===== src/design/fpMul_cfg.svh =====
`ifndef FPMUL_CFG_SVH
`define FPMUL_CFG_SVH

// Cycles from an accepted operand pair to outValid
`define FPM_LATENCY 8

// APB register map
`define FPM_ADDR_CTRL   8'h00
`define FPM_ADDR_STATUS 8'h04
`define FPM_ADDR_COUNT  8'h08

// Result counter width
`define FPM_CNT_WIDTH 16

// Canonical quiet NaN
`define FPM_QNAN 32'h7FC00000

`endif


===== src/design/fpMulPkg.sv =====
`include "fpMul_cfg.svh"

package fpMulPkg;

	typedef logic [7:0] expT;
	typedef logic [22:0] manT;
	typedef logic [23:0] sigT;
	typedef logic [47:0] prodT;
	typedef logic signed [9:0] wideExpT;
	typedef logic [`FPM_CNT_WIDTH-1:0] cntT;

	// IEEE-754 single precision word
	typedef struct packed {
		logic sign;
		expT  exponent;
		manT  fraction;
	} fpWordT;

	// Bit order matches STATUS bits 2:0 and CTRL mask bits 3:1
	typedef struct packed {
		logic invalid;
		logic overflow;
		logic zero;
	} excFlagsT;

	typedef struct packed {
		logic        psel;
		logic        penable;
		logic        pwrite;
		logic [7:0]  paddr;
		logic [31:0] pwdata;
	} apbReqT;

endpackage


===== src/design/fpMulRegs.sv =====
`timescale 1ns/100ps
`include "fpMul_cfg.svh"

module fpMulRegs (
	input  logic               CLK,
	input  logic               RST,
	input  fpMulPkg::apbReqT   apbReq,
	output logic [31:0]        prdata,
	output logic               pslverr,
	input  fpMulPkg::excFlagsT flags,
	input  logic               outValid,
	output logic               enable,
	output logic               irq
);
	import fpMulPkg::*;

	logic       access;
	logic       wrEn;
	logic       mapped;
	logic [2:0] intMask;
	excFlagsT   sticky;
	excFlagsT   stickyClr;
	excFlagsT   stickySet;
	cntT        resCount;

	// Transfers complete in the access phase, no wait states
	assign access = apbReq.psel & apbReq.penable;
	assign wrEn = access & apbReq.pwrite;

	always_comb
	begin
		mapped = 1'b1;
		prdata = '0;
		case (apbReq.paddr)
			`FPM_ADDR_CTRL:   prdata = {28'd0, intMask, enable};
			`FPM_ADDR_STATUS: prdata = {29'd0, sticky};
			`FPM_ADDR_COUNT:  prdata = {{(32 - `FPM_CNT_WIDTH){1'b0}}, resCount};
			default:          mapped = 1'b0;
		endcase
		if (!access || apbReq.pwrite)
		begin
			prdata = '0;
		end
	end

	assign pslverr = access & !mapped;

	// Write one to clear, a new flag in the same cycle wins
	assign stickyClr = (wrEn && apbReq.paddr == `FPM_ADDR_STATUS) ?
		excFlagsT'(apbReq.pwdata[2:0]) : excFlagsT'(3'b000);
	assign stickySet = outValid ? flags : excFlagsT'(3'b000);

	always_ff @(posedge CLK or negedge RST)
	begin
		if (!RST)
		begin
			enable <= 1'b0;
			intMask <= '0;
		end
		else if (wrEn && apbReq.paddr == `FPM_ADDR_CTRL)
		begin
			enable <= apbReq.pwdata[0];
			intMask <= apbReq.pwdata[3:1];
		end
	end

	always_ff @(posedge CLK or negedge RST)
	begin
		if (!RST)
		begin
			sticky <= '0;
			irq <= 1'b0;
		end
		else
		begin
			sticky <= excFlagsT'((sticky & ~stickyClr) | stickySet);
			irq <= |(sticky & intMask);
		end
	end

	always_ff @(posedge CLK or negedge RST)
	begin
		if (!RST)
		begin
			resCount <= '0;
		end
		else if (wrEn && apbReq.paddr == `FPM_ADDR_COUNT)
		begin
			resCount <= '0;
		end
		else if (outValid)
		begin
			resCount <= resCount + 1'b1;
		end
	end

endmodule


===== src/design/sigMulPipe.sv =====
`timescale 1ns/100ps

module sigMulPipe (
	input  logic              CLK,
	input  logic              RST,
	input  fpMulPkg::fpWordT  opA,
	input  fpMulPkg::fpWordT  opB,
	input  logic              inValid,
	input  logic              enable,
	output fpMulPkg::prodT    product,
	output fpMulPkg::wideExpT expSum,
	output logic              sign,
	output logic              valid
);
	import fpMulPkg::*;

	localparam int chunkW = 6;

	typedef struct packed {
		sigT     sigA;
		sigT     sigB;
		prodT    acc;
		wideExpT expSum;
		logic    sign;
	} stageT;

	fpWordT     aReg;
	fpWordT     bReg;
	sigT        sigA1;
	sigT        sigB1;
	wideExpT    expSum1;
	logic       sign1;
	logic [4:0] validPipe;
	stageT      stg [2:5];

	// One 24x6 slice of the significand product, placed at its weight
	function automatic prodT partial(input sigT a, input sigT b, input int unsigned k);
		prodT p;
		p = prodT'(a) * prodT'(b[chunkW * k +: chunkW]);
		return p << (chunkW * k);
	endfunction

	// Hidden bit restored for any nonzero exponent
	assign sigA1 = {|aReg.exponent, aReg.fraction};
	assign sigB1 = {|bReg.exponent, bReg.fraction};
	assign expSum1 = wideExpT'({2'b00, aReg.exponent}) + wideExpT'({2'b00, bReg.exponent})
		- 10'sd127;
	assign sign1 = aReg.sign ^ bReg.sign;

	always_ff @(posedge CLK or negedge RST)
	begin
		if (!RST)
		begin
			validPipe <= '0;
		end
		else
		begin
			validPipe <= {validPipe[3:0], inValid & enable};
		end
	end

	always_ff @(posedge CLK)
	begin
		aReg <= opA;
		bReg <= opB;
		stg[2].sigA <= sigA1;
		stg[2].sigB <= sigB1;
		stg[2].acc <= partial(sigA1, sigB1, 0);
		stg[2].expSum <= expSum1;
		stg[2].sign <= sign1;
		// Stages 3 to 5 each add one more slice
		for (int k = 3; k <= 5; k++)
		begin
			stg[k].sigA <= stg[k-1].sigA;
			stg[k].sigB <= stg[k-1].sigB;
			stg[k].acc <= stg[k-1].acc + partial(stg[k-1].sigA, stg[k-1].sigB, k - 2);
			stg[k].expSum <= stg[k-1].expSum;
			stg[k].sign <= stg[k-1].sign;
		end
	end

	assign product = stg[5].acc;
	assign expSum = stg[5].expSum;
	assign sign = stg[5].sign;
	assign valid = validPipe[4];

endmodule


===== src/design/fpNormRound.sv =====
`timescale 1ns/100ps

module fpNormRound (
	input  logic              CLK,
	input  logic              RST,
	input  fpMulPkg::prodT    product,
	input  fpMulPkg::wideExpT expSum,
	input  logic              sign,
	input  logic              validIn,
	output fpMulPkg::fpWordT  res,
	output logic              overflowCase,
	output logic              underflowCase,
	output logic              valid
);
	import fpMulPkg::*;

	logic        topBit;
	manT         manRaw;
	logic        guardBit;
	logic        roundBit;
	logic        stickyBit;
	logic        roundUp;
	logic [23:0] manInc;
	wideExpT     expAdj;
	wideExpT     expFinal;

	always_comb
	begin
		// Product of two normals lies in [1,4)
		topBit = product[47];
		if (topBit)
		begin
			manRaw = product[46:24];
			guardBit = product[23];
			roundBit = product[22];
			stickyBit = |product[21:0];
		end
		else
		begin
			manRaw = product[45:23];
			guardBit = product[22];
			roundBit = product[21];
			stickyBit = |product[20:0];
		end
		// Ties go to the even neighbour
		roundUp = guardBit & (roundBit | stickyBit | manRaw[0]);
		manInc = {1'b0, manRaw} + 24'(roundUp);
		expAdj = expSum + wideExpT'({9'd0, topBit});
		// Carry out of the fraction bumps the exponent, fraction is then zero
		expFinal = expAdj + wideExpT'({9'd0, manInc[23]});
	end

	always_ff @(posedge CLK)
	begin
		res.sign <= sign;
		res.exponent <= expFinal[7:0];
		res.fraction <= manInc[22:0];
	end

	always_ff @(posedge CLK or negedge RST)
	begin
		if (!RST)
		begin
			overflowCase <= 1'b0;
			underflowCase <= 1'b0;
			valid <= 1'b0;
		end
		else
		begin
			overflowCase <= (expFinal >= 10'sd255);
			underflowCase <= (expFinal <= 10'sd0);
			valid <= validIn;
		end
	end

endmodule


===== src/design/excDetect.sv =====
`timescale 1ns/100ps
`include "fpMul_cfg.svh"

module excDetect (
	input  logic               CLK,
	input  logic               RST,
	input  fpMulPkg::fpWordT   opA,
	input  fpMulPkg::fpWordT   opB,
	input  fpMulPkg::fpWordT   res,
	input  logic               overflowCase,
	input  logic               underflowCase,
	input  logic               validIn,
	output fpMulPkg::fpWordT   result,
	output fpMulPkg::excFlagsT flags,
	output logic               outValid
);
	import fpMulPkg::*;

	// Operands meet the normalized result one stage before the output
	localparam int opDelay = `FPM_LATENCY - 1;

	fpWordT   aDly [1:opDelay];
	fpWordT   bDly [1:opDelay];
	fpWordT   resQ;
	logic     ovfQ;
	logic     unfQ;
	logic     validQ;
	logic     xZero;
	logic     yZero;
	logic     xInf;
	logic     yInf;
	logic     xNan;
	logic     yNan;
	logic     resInf;
	excFlagsT flagsNext;
	fpWordT   resultNext;

	function automatic logic isZero(input fpWordT w);
		return (w.exponent == '0) && (w.fraction == '0);
	endfunction

	function automatic logic isInf(input fpWordT w);
		return (&w.exponent) && (w.fraction == '0);
	endfunction

	function automatic logic isNan(input fpWordT w);
		return (&w.exponent) && (w.fraction != '0);
	endfunction

	always_ff @(posedge CLK)
	begin
		aDly[1] <= opA;
		bDly[1] <= opB;
		for (int i = 2; i <= opDelay; i++)
		begin
			aDly[i] <= aDly[i-1];
			bDly[i] <= bDly[i-1];
		end
		resQ <= res;
		ovfQ <= overflowCase;
		unfQ <= underflowCase;
	end

	assign xZero = isZero(aDly[opDelay]);
	assign yZero = isZero(bDly[opDelay]);
	assign xInf = isInf(aDly[opDelay]);
	assign yInf = isInf(bDly[opDelay]);
	assign xNan = isNan(aDly[opDelay]);
	assign yNan = isNan(bDly[opDelay]);
	assign resInf = isInf(resQ);

	always_comb
	begin
		flagsNext.invalid = xNan | yNan | (xZero & yInf) | (xInf & yZero);
		flagsNext.overflow = resInf | (xInf & !yZero) | (!xZero & yInf) | ovfQ;
		flagsNext.zero = (xZero & !yInf) | (!xInf & yZero);

		resultNext = resQ;
		if (flagsNext.invalid)
		begin
			resultNext = fpWordT'(`FPM_QNAN);
		end
		else if (flagsNext.overflow)
		begin
			resultNext.exponent = '1;
			resultNext.fraction = '0;
		end
		else if (flagsNext.zero || unfQ)
		begin
			// Underflow flushes to signed zero without a flag
			resultNext.exponent = '0;
			resultNext.fraction = '0;
		end
	end

	always_ff @(posedge CLK or negedge RST)
	begin
		if (!RST)
		begin
			validQ <= 1'b0;
			outValid <= 1'b0;
			result <= '0;
			flags <= '0;
		end
		else
		begin
			validQ <= validIn;
			outValid <= validQ;
			result <= resultNext;
			flags <= flagsNext;
		end
	end

endmodule


===== src/design/fpMulTop.sv =====
`timescale 1ns/100ps

module fpMulTop (
	input  logic               CLK,
	input  logic               RST,
	input  fpMulPkg::apbReqT   apbReq,
	output logic [31:0]        prdata,
	output logic               pslverr,
	input  fpMulPkg::fpWordT   opA,
	input  fpMulPkg::fpWordT   opB,
	input  logic               inValid,
	output fpMulPkg::fpWordT   result,
	output fpMulPkg::excFlagsT flags,
	output logic               outValid,
	output logic               irq
);
	import fpMulPkg::*;

	logic    enable;
	prodT    product;
	wideExpT expSum;
	logic    prodSign;
	logic    mulValid;
	fpWordT  normRes;
	logic    overflowCase;
	logic    underflowCase;
	logic    normValid;

	fpMulRegs i_fpMulRegs (
		.CLK      (CLK),
		.RST      (RST),
		.apbReq   (apbReq),
		.prdata   (prdata),
		.pslverr  (pslverr),
		.flags    (flags),
		.outValid (outValid),
		.enable   (enable),
		.irq      (irq)
	);

	sigMulPipe i_sigMulPipe (
		.CLK     (CLK),
		.RST     (RST),
		.opA     (opA),
		.opB     (opB),
		.inValid (inValid),
		.enable  (enable),
		.product (product),
		.expSum  (expSum),
		.sign    (prodSign),
		.valid   (mulValid)
	);

	fpNormRound i_fpNormRound (
		.CLK           (CLK),
		.RST           (RST),
		.product       (product),
		.expSum        (expSum),
		.sign          (prodSign),
		.validIn       (mulValid),
		.res           (normRes),
		.overflowCase  (overflowCase),
		.underflowCase (underflowCase),
		.valid         (normValid)
	);

	excDetect i_excDetect (
		.CLK           (CLK),
		.RST           (RST),
		.opA           (opA),
		.opB           (opB),
		.res           (normRes),
		.overflowCase  (overflowCase),
		.underflowCase (underflowCase),
		.validIn       (normValid),
		.result        (result),
		.flags         (flags),
		.outValid      (outValid)
	);

endmodule


===== config.mk =====
export PLATFORM = sky130hd
export DESIGN_NAME = fpMulTop
export DESIGN_NICKNAME = d
export VERILOG_FILES = /design/src/design/fpMulPkg.sv /design/src/design/fpMulRegs.sv /design/src/design/sigMulPipe.sv /design/src/design/fpNormRound.sv /design/src/design/excDetect.sv /design/src/design/fpMulTop.sv
export VERILOG_INCLUDE_DIRS = /design/src /design/src/design
export SDC_FILE = /design/constraint.sdc
export NUM_CORES = 2
export LEC_CHECK = 0
export ABC_AREA = 1
export BUFFER_PORTS_ARGS = -buffer_cell sky130_fd_sc_hd__buf_2
export CAP_MARGIN = 20
export CORE_MARGIN = 3
export CORE_UTILIZATION = 40
export DETAILED_ROUTE_END_ITERATION = 12
export GPL_TIMING_DRIVEN = 0
export HOLD_SLACK_MARGIN = 0.02
export PLACE_DENSITY_LB_ADDON = 0.08
export SLEW_MARGIN = 25
export SYNTH_ARGS = -nofsm -noshare
export SYNTH_HDL_FRONTEND = slang
export SYNTH_SLANG_ARGS = --single-unit

===== constraint.sdc =====
create_clock -name CLK -period 5.9 [get_ports CLK]
set_input_delay 0.885 -clock CLK [delete_from_list [all_inputs] [get_ports CLK]]
set_output_delay 0.885 -clock CLK [all_outputs]
set_load 0.03 [all_outputs]

==> impl_metrics.env <==
export IMPL_outcome="complete, no violations"
export IMPL_overflow=0
export IMPL_async_flop_share_pct=8.86
export IMPL_port_buffers=135
export IMPL_clk_pin_slew_worst_paths_ns=0.06
export IMPL_place_gp_congestion=0.877
export IMPL_ff2ff_path_depth=27
export IMPL_drc_errors=0
export IMPL_synth_cell_types=59
export IMPL_max_slew_margin_pct=53.2
export IMPL_crit_type="flop to flop"
export IMPL_clock_latency_ns=0.65
export IMPL_cts_tree="yes"
export IMPL_routed_wl_mm=103
export IMPL_ff2ff_setup_slack_ns=0.39
export IMPL_power_density_nw_per_um2=571
export IMPL_grt_max_degree=51
export IMPL_firstDrtPassIters=5
export IMPL_post_layout_nonfiller_instances=6728
export IMPL_cp_max_fo=10
export IMPL_cts_root_buffer_cell="clkbuf_16"
export IMPL_start_util_pct=40.6
export IMPL_r2r_end="i_sigMulPipe.stg[2][53]$_DFF_P_"
export IMPL_num_rows=118
export IMPL_syn_avg_cell_area_um2=8.41
export IMPL_wl_per_cell_um=15.3
export IMPL_yosys_warnings=0
export IMPL_clock_sinks=779
export IMPL_required_ns=6.43
export IMPL_synth_seq_cells=779
export IMPL_vias_per_cell=4.54
export IMPL_dieWidth_um=332
export IMPL_ant_nets=0
export IMPL_first_iter_violations=1282
export IMPL_clock_path_buffers=3
export IMPL_syn2layout_area_growth_pct=13.2
export IMPL_grt_pass1_wl_mm=167
export IMPL_place_inst=6575
export IMPL_regToRegStartpoint="i_excDetect.bDly[0][110]$_DFF_P_"
export IMPL_core_um2=104000
export IMPL_fmax_ghz=0.182
export IMPL_final_max_slew_viol_count=0
export IMPL_cp_startpoint="i_excDetect.bDly[0][110]$_DFF_P_"
export IMPL_antenna_found_initial=4
export IMPL_drive_above_1_share_pct=8.14
export IMPL_final_util_pct=46.0
export IMPL_synth_cells=5044
export IMPL_cts_buffers=83
export IMPL_period_needed_ns=5.51
export IMPL_dp_hpwl_mm=83.7
export IMPL_hold_path_class="input pin to async pin"
export IMPL_grt_pass1_vias=31200
export IMPL_die_h_um=332
export IMPL_ir_drop_uv=282
export IMPL_ys_seq_area_share_pct=37.6
export IMPL_p_leak_nw=25.8
export IMPL_layout_commonest_cell="nand2_1"
export IMPL_die_area_um2=110000
export IMPL_ys_flop_type="dfxtp_1"
export IMPL_finClkSkew_ns=0.0289
export IMPL_finalSetupTns_ns=0
export IMPL_crit_end="i_sigMulPipe.stg[2][53]$_DFF_P_"
export IMPL_num_io_pins=180
export IMPL_mostFrequentLayoutCells="nand2_1, inv_1, dfxtp_1, fa_1, nor2_1"
export IMPL_setup_viol=0
export IMPL_worst_pin_slew_ns=0.699
export IMPL_vias=30500
export IMPL_start_kind="flop"
export IMPL_end_kind="flop"
export IMPL_gr_usage_all_layers_pct=19.0
export IMPL_hold_viol_final=0
export IMPL_cp_arrival_ns=6.04
export IMPL_synth_enable_flop_cells=0
export IMPL_htreeDepth=3
export IMPL_synth_area_um2=42400
export IMPL_cap_violations=0
export IMPL_finalCritPeriodShare_pct=93.3
export IMPL_nets=5998
-- cell families after synthesis --
kind of cell             after synthesis  synth area share (%)
multiplexers                           3                0.0738
flip-flops                           779                  37.6
other                                  1               0.00884
AO/OA/AOI/OAI                        390                  5.09
adder cells (fa/ha/maj)              607                  24.3
XOR/XNOR                             194                  4.01
buffers and inverters               1152                  10.5
AND/OR/NAND/NOR                     1918                  18.5
-- timing repair --
action / in CTS / in global routing
hold buffers: 0 / 0
setup buffers: 0 / 1
setup endpoints to repair: 14 / 39
gates resized for setup: 23 / 139
pin swaps: 0 / 1
-- registers in the layout (all words and copies together), names as in the netlist, 5 cells and up --
signal                  flops
i_excDetect.aDly          218
i_excDetect.resQ           32
i_sigMulPipe.stg          208
i_fpNormRound.res          32
i_excDetect.result         32
i_sigMulPipe.bReg          29
i_fpMulRegs.resCount       16
i_excDetect.bDly          189
i_sigMulPipe.validPipe      5
-- report_power, final --
group,internal [mW],switching (mW)
Clock,3.22,2.14
Sequential,6.56,0.519
Combinational,5.44,9.56
-- synthesized netlist by cell type (3+ instances only) --
master	number	share of area, %
buf_6	4	0.11
xnor2_1	69	1.4
nand2_2	5	0.074
a21o_1	17	0.30
o21a_1	8	0.14
xor2_1	125	2.6
o21ai_1	13	0.15
a211oi_1	3	0.053
a31oi_1	22	0.32
nand3_1	126	1.5
nor2_1	268	2.4
inv_1	1066	9.4
a21oi_1	204	2.4
nor4_1	23	0.34
o21ai_0	87	1.0
nand3_2	4	0.094
dfrtp_1	69	4.1
nand4_1	43	0.63
dfxtp_1	710	34
ha_1	246	7.3
nor2_4	5	0.13
buf_2	5	0.059
nor3_1	49	0.58
nor3_2	4	0.094
inv_2	4	0.035
or2_2	6	0.089
nor2_2	18	0.27
nand2_1	1345	12
clkbuf_1	52	0.46
o21ai_2	7	0.14
o211ai_1	3	0.053
fa_1	361	17
o21bai_1	17	0.30
nand3b_1	6	0.11
buf_4	19	0.34
and2_0	3	0.044
-- cell type report --
type | count | area, um^2
sequential | 779 | 16000
multi-input combinational | 3128 | 22200
tap | 1380 | 1730
clock buffer | 104 | 2280
antenna | 1 | 2.50
inverter | 1072 | 4030
timing repair buffer | 137 | 713
buffer | 80 | 523
clock inverter | 47 | 601
fill | 10400 | 56400
-- critical path, stage by stage (launching register included) --
cell      delay [ns]
dfxtp_4         0.44
clkbuf_4        0.25
nand2_1         0.06
inv_1           0.08
fa_1            0.44
fa_1            0.56
inv_1           0.06
fa_1            0.49
inv_1           0.05
ha_1            0.32
or2_2           0.33
nand3_1         0.09
nand2_1         0.15
a21oi_2         0.22
nor2_1          0.06
nor2_1          0.14
xnor2_1         0.11
ha_1            0.37
nand2_1         0.10
nor2_1          0.18
nand2_1         0.10
nor2_1          0.09
nand2_1         0.08
nand3_1         0.17
nand3_1         0.10
nand2_1         0.13
nand2_1         0.08
nor2_2          0.17
-- through the flow --
| step | setup WS (ns) | hold WS [ns] | instance area [um^2] | power, mW |
|---|---|---|---|---|
| 4_1_cts | 0.00282 | 0.0982 | 47800 | 27.7 |
| 3_5_place_dp | -0.236 | 0.312 | 44900 | 22.2 |
| 6_report | 0.394 | 0.140 | 48000 | 27.4 |
| 2_1_floorplan | 1.05 | 0.310 | 42500 | 18.2 |
| 3_3_place_gp | -0.218 | 0.310 | 44900 | 22.2 |
| 5_1_grt | -0.00627 | 0.118 | 48000 | 30.1 |
-- layer usage --
metal / track usage (%) / vias up / routed length (um)
met4: 7.17 / 0 / 4010
met5: 0 / - / 0
met3: 2.56 / 167 / 3750
met2: 32.1 / 509 / 48200
met1: 24.9 / 14200 / 47100
li1: - / 15600 / -
-- worst min-delay path by stage --
stage / startpoint / to / slack [ns] / cells after the start
after global placement: i_excDetect.aDly[4][23]$_DFF_P_ / i_excDetect.aDly[5][23]$_DFF_P_ / 0.31 / 0
after global routing: RST / i_fpMulRegs.resCount[10]$_DFFE_PN0P_ / 0.12 / 1
after floorplan: i_excDetect.aDly[2][23]$_DFF_P_ / i_excDetect.aDly[3][23]$_DFF_P_ / 0.31 / 0
final: RST / i_fpMulRegs.resCount[12]$_DFFE_PN0P_ / 0.14 / 1
after detailed placement: i_excDetect.aDly[5][10]$_DFF_P_ / i_excDetect.aDly[6][10]$_DFF_P_ / 0.31 / 0
after CTS: RST / i_fpMulRegs.resCount[10]$_DFFE_PN0P_ / 0.1 / 1
Power figures use the tool's default switching activity.
